<file path="config.mk">
export PLATFORM = sky130hd
export DESIGN_NAME = write_merge
export DESIGN_NICKNAME = d
export VERILOG_FILES = /design/src/source/cache_pkg.sv /design/src/source/write_merge.sv
export SDC_FILE = /design/constraint.sdc
export NUM_CORES = 1
export LEC_CHECK = 0
export BUFFER_PORTS_ARGS = -buffer_cell sky130_fd_sc_hd__buf_2
export CAP_MARGIN = 20
export CORE_ASPECT_RATIO = 1.1
export CORE_MARGIN = 1
export CORE_UTILIZATION = 39
export DETAILED_ROUTE_END_ITERATION = 8
export GPL_ROUTABILITY_DRIVEN = 0
export PLACE_DENSITY_LB_ADDON = 0.2
export SLEW_MARGIN = 15
export SYNTH_ARGS = -nofsm -noshare
export SYNTH_HDL_FRONTEND = slang
export SYNTH_SLANG_ARGS = --single-unit
</file>
<file path="constraint.sdc">
create_clock -name vclk -period 3.25
set_input_delay 0.325 -clock vclk [all_inputs]
set_output_delay 0.325 -clock vclk [all_outputs]
set_load 0.01 [all_outputs]
</file>
<file path="src/source/cache_pkg.sv">
`default_nettype none

package cache_pkg;

	localparam int addr_w = 20;          // byte address
	localparam int word_w = 16;
	localparam int line_words = 8;
	localparam int line_bytes = 16;
	localparam int stack_words = 4;      // most words one stack write carries

	typedef logic [word_w-1:0] word_t;

	// word 0 sits in the low bits of the line
	typedef word_t [line_words-1:0] line_t;

	// even bit is the low byte of a word, odd bit the high byte
	typedef logic [line_bytes-1:0] byte_mask_t;

	typedef enum logic [1:0] {
		acc_read,
		acc_word_write,
		acc_byte_write,
		acc_stack_write
	} access_kind_t;

	typedef struct packed {
		logic [addr_w-1:0] addr;
		access_kind_t kind;
		logic [2:0] count;               // stack words, 1 to 4
		word_t [stack_words-1:0] wdata;  // used from wdata[0] upward
	} mem_req_t;

	// fill and write-back traffic
	typedef struct packed {
		logic [addr_w-5:0] line_addr;
		line_t data;
	} line_xfer_t;

endpackage

`default_nettype wire

</file>
<file path="src/source/write_merge.sv">
`timescale 1ns/1ps
`default_nettype none

module write_merge (
	input  cache_pkg::mem_req_t cur_req,
	output cache_pkg::byte_mask_t byte_mask,
	output cache_pkg::line_t write_line
);

	import cache_pkg::*;

	logic [2:0] word_off;
	logic odd_byte;

	assign word_off = cur_req.addr[3:1];
	assign odd_byte = cur_req.addr[0];

	always_comb begin
		byte_mask = '0;
		write_line = '0;
		case (cur_req.kind)
			acc_word_write: begin
				write_line[word_off] = cur_req.wdata[0];
				byte_mask[2 * word_off +: 2] = 2'b11;
			end
			acc_byte_write: begin
				// byte copied into both halves, mask picks the one that lands
				for (int i = 0; i < line_words; i++) begin
					write_line[i] = {2{cur_req.wdata[0][7:0]}};
				end
				if (odd_byte) begin
					byte_mask[2 * word_off] = 1'b1;      // odd address, low byte
				end else begin
					byte_mask[2 * word_off + 1] = 1'b1;
				end
			end
			acc_stack_write: begin
				for (int i = 0; i < stack_words; i++) begin
					// words that run past the end of the line are dropped
					if (i < int'(cur_req.count) && int'(word_off) + i < line_words) begin
						write_line[int'(word_off) + i] = cur_req.wdata[i];
						byte_mask[2 * (int'(word_off) + i) +: 2] = 2'b11;
					end
				end
			end
			default: begin
				byte_mask = '0;  // read leaves the line alone
			end
		endcase
	end

endmodule

`default_nettype wire

</file>
==> metrics.txt <==
Ys Warns 0; DRC viols 0; Worst Setup End Kind primary output; Die ar. 17,800 sq um; total power 1.26 mW; Area growth syn-to-layout 21.9%; Synth Net Count 1,193; Tcrit/Tclk final 97.8%; Hold Crit Class in -> out; Max-Cap Viols 0; DP HPWL 28,300 um; FFs & Latches 0; Mapped Area 6740 sq um; Arrival @ worst endpoint 2.85 ns; final hold vios 0; Slew @ Worst Pin 0.925 ns; Global Route Usage Sum 43.6%; initial antenna violation count 0; final layout net count 1,335; fin crit period 3.18 ns; Antenna Cells 0; Synth Instances 1,088; Peak Freq 0.315 GHz; CP Max Fanout 16; most frequent cell after synthesis clkbuf_1; io pins 233; initial core utilization 39.8%; Worst IR Drop VDD 0.0808 mV; final setup fails 0; share of layout cells above drive strength 1 27.1%; port bufs 217; Critical Path Start Type primary input; syn avg cell area 6.20 sq um; Vias/cell 7.84; Initial DRC Count 2,486; crit path from cur_req[71]; post-route ant nets 0; post-synthesis sequential area ratio 0%; Yosys top cell by area o21ai_0; Worst Path Required 2.92 ns; Yosys top cell area share 9.28%; final wirelength 41,100 um; largest net degree at the start of global routing 69; crit-path cells buf_2, inv_1, ha_1, buf_4, or4b_1, nor2_2, buf_4, a2111oi_0, o21ai_0, buf_2; TNS Setup 0 ns; FF+latch area 0 sq um; hold path startpoint cur_req[69]; Max stage delay on crit path 0.71 ns; vias in the first global route 9,891; remaining global-route overflow 0; outcome complete, no violations; Post-Route Utilization 48.5%; Die Ht 140 um; num rows 50; die width 127 um; library cells used by synthesis 76; top cells by area, synth o21ai_0, a221oi_1, clkbuf_1; Slew HR 38.2%; Wirelength per Cell 28.1 um; Placed Area 8170 sq um; Post-synth top cells clkbuf_1, o21ai_0, nand2_1; first-pass GRT wire length 60,600 um; Final Cell Area 8220 sq um; Post-CTS Repair Setup Buffers 0; number of clock-tree buffers in the layout 0; via count 11,500; max-slew violations 0; critical path class in -> out; leakage power total 3.30 nW; core box area 17,000 sq um; Slowest-stage cell, CP or4b_1; Pwr Density 153 nW/um^2; drt first pass iters 7
==> kinds of logic after synthesis <==
logic type               after synthesis  synth area share [%]
AO/OA/AOI/OAI                        540                  57.2
XOR/XNOR                               7                  1.02
adder cells (fa/ha/maj)               16                  2.97
buffers and inverters                187                  10.8
multiplexers                           1                 0.148
AND/OR/NAND/NOR                      337                  27.9
==> metal layers <==
metal	global-route usage [%]	part of all wire, %	vias to the layer above
met1	53.9	34	5130
met4	30.6	9.9	0
li1	-	-	4733
met3	12.6	16	342
met2	64.6	41	1260
met5	0	0	-
==> repair_timing <==
item	CTS	global route
hold buffers	0	0
endpoints found under the hold margin	0	0
setup endpoints to repair	0	29
resized for setup	0	15
==> power by group <==
| group | internal (mW) | total, mW | leakage (nW) | switching [mW] |
|---|---|---|---|---|
| Clock | 0 | 0 | 0 | 0 |
| Combinational | 0.415 | 1.26 | 3.30 | 0.844 |
| Sequential | 0 | 0 | 0 | 0 |
==> layout by cell type (no fill, tap or decap), types with 21 or more instances in the layout <==
cell	synthesis	routed
buf_2	16	217
o21ai_0	125	121
buf_4	1	86
nand2_1	70	70
a221oi_1	64	64
a21oi_1	56	56
and3_1	50	49
o221ai_1	48	48
a2111oi_0	47	47
a31oi_1	38	38
nor2_1	33	33
nor3_1	34	30
nand3_1	29	29
o2111ai_1	23	23
o211ai_1	23	23
inv_1	21	21
==> metrics by stage <==
step                worst slack [ns]  hold WS (ns)  instances
finish                        0.0730          1.05       1462
global route                -0.00678          1.09       1462
CTS                           0.0830          1.05       1462
detailed placement            0.0923          1.04       1462
global placement              0.0948          1.05       1462
floorplan                     0.0834         0.776       1088
==> final timing paths <==
check | to | depth (start not counted)
max | write_line[62] | 10
min | byte_mask[8] | 4
==> critical path: cells and delay by family <==
kind / cells / cell delay (ns)
buffers and inverters: 5 / 0.93
and+or+nand+nor: 2 / 0.86
AOI/OAI and AO/OA: 2 / 0.38
adders and majority gates: 1 / 0.35
==> area by class of cell <==
cell class / count / area (sq um)
Multi-Input combinational cell: 901 / 6070
Timing Repair Buffer: 305 / 1770
Tap cell: 234 / 293
Fill cell: 1833 / 8730
Inverter: 22 / 82.6
(Power assumes the default switching activity.)
