===== config.mk =====
export PLATFORM = sky130hd
export DESIGN_NAME = cache_controller
export DESIGN_NICKNAME = d
export VERILOG_FILES = /design/src/source/cache_pkg.sv /design/src/source/cache_controller.sv
export SDC_FILE = /design/constraint.sdc
export NUM_CORES = 1
export LEC_CHECK = 0
export BUFFER_PORTS_ARGS = -buffer_cell sky130_fd_sc_hd__buf_2
export CAP_MARGIN = 10
export CORE_AREA = 2 2 147 149
export DETAILED_ROUTE_END_ITERATION = 16
export DIE_AREA = 0 0 149 151
export GPL_TIMING_DRIVEN = 0
export HOLD_SLACK_MARGIN = 0.08
export PLACE_DENSITY_LB_ADDON = 0.25
export SKIP_LAST_GASP = 1
export SYNTH_ARGS = -nofsm -noshare
export SYNTH_HDL_FRONTEND = slang
export SYNTH_SLANG_ARGS = --single-unit

===== constraint.sdc =====
create_clock -name main_clk -period 11.4 [get_ports main_clk]
set_clock_uncertainty 0.05 [all_clocks]
set_input_delay 0.57 -clock main_clk [delete_from_list [all_inputs] [get_ports main_clk]]
set_output_delay 0.57 -clock main_clk [all_outputs]
set_load 0.01 [all_outputs]

===== src/source/cache_pkg.sv =====
`default_nettype none

package cache_pkg;

	localparam int addr_w = 20;          // byte address
	localparam int word_w = 16;
	localparam int line_words = 8;
	localparam int line_bytes = 16;
	localparam int stack_words = 4;      // most words one stack write carries

	typedef logic [word_w-1:0] word_t;

	// word 0 sits in the low bits of the line
	typedef word_t [line_words-1:0] line_t;

	// even bit is the low byte of a word, odd bit the high byte
	typedef logic [line_bytes-1:0] byte_mask_t;

	typedef enum logic [1:0] {
		acc_read,
		acc_word_write,
		acc_byte_write,
		acc_stack_write
	} access_kind_t;

	typedef struct packed {
		logic [addr_w-1:0] addr;
		access_kind_t kind;
		logic [2:0] count;               // stack words, 1 to 4
		word_t [stack_words-1:0] wdata;  // used from wdata[0] upward
	} mem_req_t;

	// fill and write-back traffic
	typedef struct packed {
		logic [addr_w-5:0] line_addr;
		line_t data;
	} line_xfer_t;

endpackage

`default_nettype wire


===== src/source/cache_controller.sv =====
`timescale 1ns/1ps
`default_nettype none

module cache_controller #(
	parameter int ways = 4,
	parameter int sets = 64,
	localparam int off_w = $clog2(cache_pkg::line_bytes),
	localparam int set_w = $clog2(sets),
	localparam int way_w = $clog2(ways),
	localparam int tag_w = cache_pkg::addr_w - off_w - set_w
) (
	input  logic main_clk,
	input  logic rst_n,
	input  logic req_valid,
	input  cache_pkg::mem_req_t req,
	input  logic hit,
	input  logic [way_w-1:0] hit_way,
	input  logic [way_w-1:0] victim_way,
	input  logic [tag_w-1:0] victim_tag,
	input  logic victim_dirty,
	input  logic fill_valid,
	input  cache_pkg::line_xfer_t fill,
	output logic [set_w-1:0] set_index,
	output logic [tag_w-1:0] tag,
	output cache_pkg::mem_req_t cur_req,
	output logic [way_w-1:0] access_way,
	output logic tag_write,
	output logic line_fill,
	output logic data_write,
	output logic lru_touch,
	output logic fill_req_valid,
	output logic [cache_pkg::addr_w-off_w-1:0] fill_req_line,
	output logic wb_valid,
	output logic ack
);

	import cache_pkg::*;

	typedef enum logic [2:0] {
		st_idle,
		st_lookup,
		st_write_back,
		st_fill_wait,
		st_fill,
		st_apply
	} state_t;

	state_t state_q, state_d;
	mem_req_t req_q;
	logic [way_w-1:0] way_q;
	logic ack_q, fill_req_q;
	logic is_write, needs_wb, fill_match;

	assign set_index = req_q.addr[off_w +: set_w];
	assign tag = req_q.addr[addr_w-1 -: tag_w];
	assign cur_req = req_q;
	assign fill_req_line = req_q.addr[addr_w-1:off_w];
	assign is_write = req_q.kind != acc_read;
	// a valid victim on a miss always holds some other line
	assign needs_wb = victim_dirty && victim_tag != tag;
	assign fill_match = fill_valid && fill.line_addr == fill_req_line;

	// way is chosen during lookup, then held for the rest of the access
	assign access_way = (state_q == st_lookup) ? (hit ? hit_way : victim_way) : way_q;

	assign wb_valid = state_q == st_write_back;  // rd_line already shows the victim
	assign fill_req_valid = fill_req_q;
	assign ack = ack_q;

	always_comb begin
		state_d = state_q;
		tag_write = 1'b0;
		line_fill = 1'b0;
		data_write = 1'b0;
		lru_touch = 1'b0;
		case (state_q)
			st_idle: begin
				if (req_valid) begin
					state_d = st_lookup;
				end
			end
			st_lookup: begin
				if (hit) begin
					data_write = is_write;  // dirty marking follows data_write
					lru_touch = 1'b1;
					state_d = st_idle;
				end else if (needs_wb) begin
					state_d = st_write_back;
				end else begin
					state_d = st_fill_wait;
				end
			end
			st_write_back: state_d = st_fill_wait;
			st_fill_wait: begin
				if (fill_match) begin
					line_fill = 1'b1;
					state_d = st_fill;
				end
			end
			st_fill: begin
				tag_write = 1'b1;  // line is in, now mark it valid
				state_d = st_apply;
			end
			st_apply: begin
				data_write = is_write;
				lru_touch = 1'b1;
				state_d = st_idle;
			end
			default: state_d = st_idle;
		endcase
	end

	always_ff @(posedge main_clk) begin
		if (state_q == st_idle && req_valid) begin
			req_q <= req;
		end
	end

	always_ff @(posedge main_clk or negedge rst_n) begin
		if (!rst_n) begin
			state_q <= st_idle;
			way_q <= '0;
			ack_q <= 1'b0;
			fill_req_q <= 1'b0;
		end else begin
			state_q <= state_d;
			if (state_q == st_lookup) begin
				way_q <= access_way;
			end
			ack_q <= (state_q == st_lookup && hit) || state_q == st_apply;
			fill_req_q <= state_d == st_fill_wait && state_q != st_fill_wait;
		end
	end

endmodule

`default_nettype wire


==> flow_metrics.py <==
metrics = {
    "synthesis": {
        "synth_top_area_cell": "edfxtp_1",
        "yosysMostFrequentCell": "edfxtp_1",
        "synth_edf_count": 89,
        "synth_flop_cell": "edfxtp_1",
        "synthCells": 190,
        "ys_top_cells_by_count": "89 x edfxtp_1, 32 x buf_4, 20 x xnor2_1, 9 x nor2_1, 7 x dfrtp_1",
        "synth.avg_cell_area_um2": 18.6,
        "ys_types": 22,
        "async_flop_share_pct": 7.29,
        "seq_area_frac_synth_pct": 80.4,
        "synth_nets": 443,
        "ys_warn_count": 0,
        "yosysTopAreaCellShare_pct": 75.5,
        "synth-seq-cells": 96,
        "netlist_area_um2": 3540,
        "synth_area_leaders": "edfxtp_1 75%, buf_4 6.8%, dfrtp_1 4.9%",
    },
    "final_layout": {
        "final_core_util_pct": 26.8,
        "fill_cells": 2224,
        "drive_gt1_share_pct": 66.9,
        "final-instance-count-excl-fill": 748,
        "multi_input_area_um2": 459,
        "synthToLayoutAreaGrowth_pct": 57.9,
        "num-nets-final": 719,
        "ff_latch_area_um2": 2850,
    },
    "detailed_routing": {
        "viasPerCell": 3.47,
        "wl_per_cell_um": 14.5,
        "wl_um": 10900,
        "dr.pass1.iters": 4,
        "drc": 0,
        "final_antenna_net_count": 0,
        "vias": 2592,
        "drt_iter0_markers": 66,
    },
    "cts": {
        "htree_levels": 3,
        "clockRootBuffer": "clkbuf_16",
        "cts_tree": "built",
        "clkLatencyLatePin_ns": 0.34,
        "cts_setup_buffers": 0,
        "clk_pin_slew_ns": 0.08,
        "numCtsBuffers": 9,
        "clockBufferDepth": 2,
        "cts_sinks": 96,
        "cts_repair_resize_count": 0,
        "hold_buffers": 1,
    },
    "power_and_ir_drop": {
        "powerDensity_nw_per_um2": 135,
        "peakVddDrop_mv": 0.0613,
        "p_total_w": 0.000754,
        "leakagePower_nw": 2.40,
    },
    "min_path": {
        "hp-start": "req[9]",
        "hold_path.class": "input pin to flip-flop",
    },
    "die": {
        "rows": 53,
        "fp.dieW_um": 149,
        "die_height_um": 151,
        "pin_count": 383,
        "core_um2": 20800,
        "die_area_um2": 22500,
        "start_util_pct": 17.0,
    },
    "sta": {
        "rsz0062_at_grt": "no",
        "hold_ws_ns": 0.344,
        "timing.setup.tns_ns": 0,
        "final-max-slew-violation-count": 0,
        "finalSetupViolCount": 0,
        "max_freq_ghz": 0.322,
        "finalCritPeriodShare_pct": 27.2,
        "max-slew-margin-rel_pct": 31.4,
        "min_period_ns": 3.10,
        "tightest_slew_ns": 1.03,
        "finalHoldViolCount": 0,
    },
    "placement": {
        "place_hpwl_um": 9120,
        "gp_routability_congestion": 0.702,
        "io_buffers": 254,
        "numPlacedInstances": 729,
    },
    "critical_path": {
        "r2r_slack_ns": 8.51,
        "crit_type": "flip-flop to primary output",
        "required_ns": 10.78,
        "crit_start": "cur_req[86]",
        "crit_path_end_kind": "primary output",
        "cp_max_fo": 5,
        "cp.arrival_ns": 2.48,
        "r2r-start": "state_q[0]",
        "start_kind": "flip-flop",
    },
    "global_route": {
        "antenna_found_initial": 5,
        "overflow": 0,
        "grt_util_all_layers_pct": 9.22,
        "grt_pass1_wl_um": 15200,
        "grt_pass1_vias": 2653,
        "grt_max_degree": 19,
    },
    "status": {
        "status": "completed",
    },
    "job": {
        "maxCapViolations": 0,
    },
}
==> placed cells by master (no fill, tap or decap), drive strengths merged, types with 2 or more instances in the layout <==
master and n:
buf 296, edfxtp 89, xnor2 20, nor2 9, clkbuf 9, dfrtp 7
xor2 6, nand4 5, a21oi 4, inv 3, diode 2, nand2b 2
nor4 2, o21ai 2, mux2i 2, bufinv 2
==> through the flow <==
stage          cell area [um^2]  worst slack [ns]
2_1_floorplan              3540             0.920
3_3_place_gp               5160             -3.19
3_5_place_dp               5240              8.34
4_1_cts                    5590              8.23
5_1_grt                    5590              8.10
6_report                   5590              8.30
==> power breakdown <==
part	switching, W	total, W	internal [W]
sequential	0.0000000462	0.000384	0.000384
combinational	0.0000109	0.0000295	0.0000186
clock	0.000143	0.000340	0.000197
==> kinds of logic (layout without fill, tap and decap cells) <==
| group | after synthesis | in the layout | synth area share, % |
|---|---|---|---|
| buffers and inverters | 32 | 313 | 6.78 |
| and+or+nand+nor | 23 | 23 | 3.67 |
| xor gates and xnor gates | 26 | 26 | 6.43 |
| muxes | 2 | 2 | 0.565 |
| DFF | 96 | 96 | 80.4 |
| other | 0 | 2 | 0 |
| AOI/OAI and AO/OA | 11 | 11 | 2.12 |
==> registers in the layout, indices dropped and copies added (netlist names) <==
signal / flops
fill_req_valid: 1
ack: 1
cur_req: 89
way_q: 2
state_q: 3
==> worst paths after layout <==
check                                      end  depth (start not counted)
worst max-delay path                 line_fill                          6
worst min-delay path                cur_req[9]                          1
worst max register to register     cur_req[44]                          6
worst min register to register        way_q[1]                          2
max in group asynchronous       fill_req_valid                          2
min in group asynchronous                  ack                          2
==> final cells by class <==
cell class,instances,area share [%]
multi-input combinational,62,8.21
buffer,32,4.30
antenna,2,0.0895
timing repair buffer,265,24.3
sequential,96,50.9
clock buffer,9,4.03
clock inverter,7,2.01
tap,275,6.15
==> per-layer routing <==
metal | GRT usage, % | part of all wire, % | vias to the layer above
met2 | 13.9 | 44 | 178
met5 | 0 | 0.25 | -
met1 | 11.1 | 40 | 1169
met3 | 5.36 | 15 | 12
met4 | 2.86 | 1.1 | 4
li1 | - | - | 1229
==> critical path, cell delays in order, from the launching register on <==
cell and delay, ns:
edfxtp_1 0.49, xor2_1 0.21, nor4_1 0.40, nand4_1 0.23
or4_4 0.57, nor2_1 0.09, buf_2 0.14
Note: power is estimated with default switching activity, not from simulation.
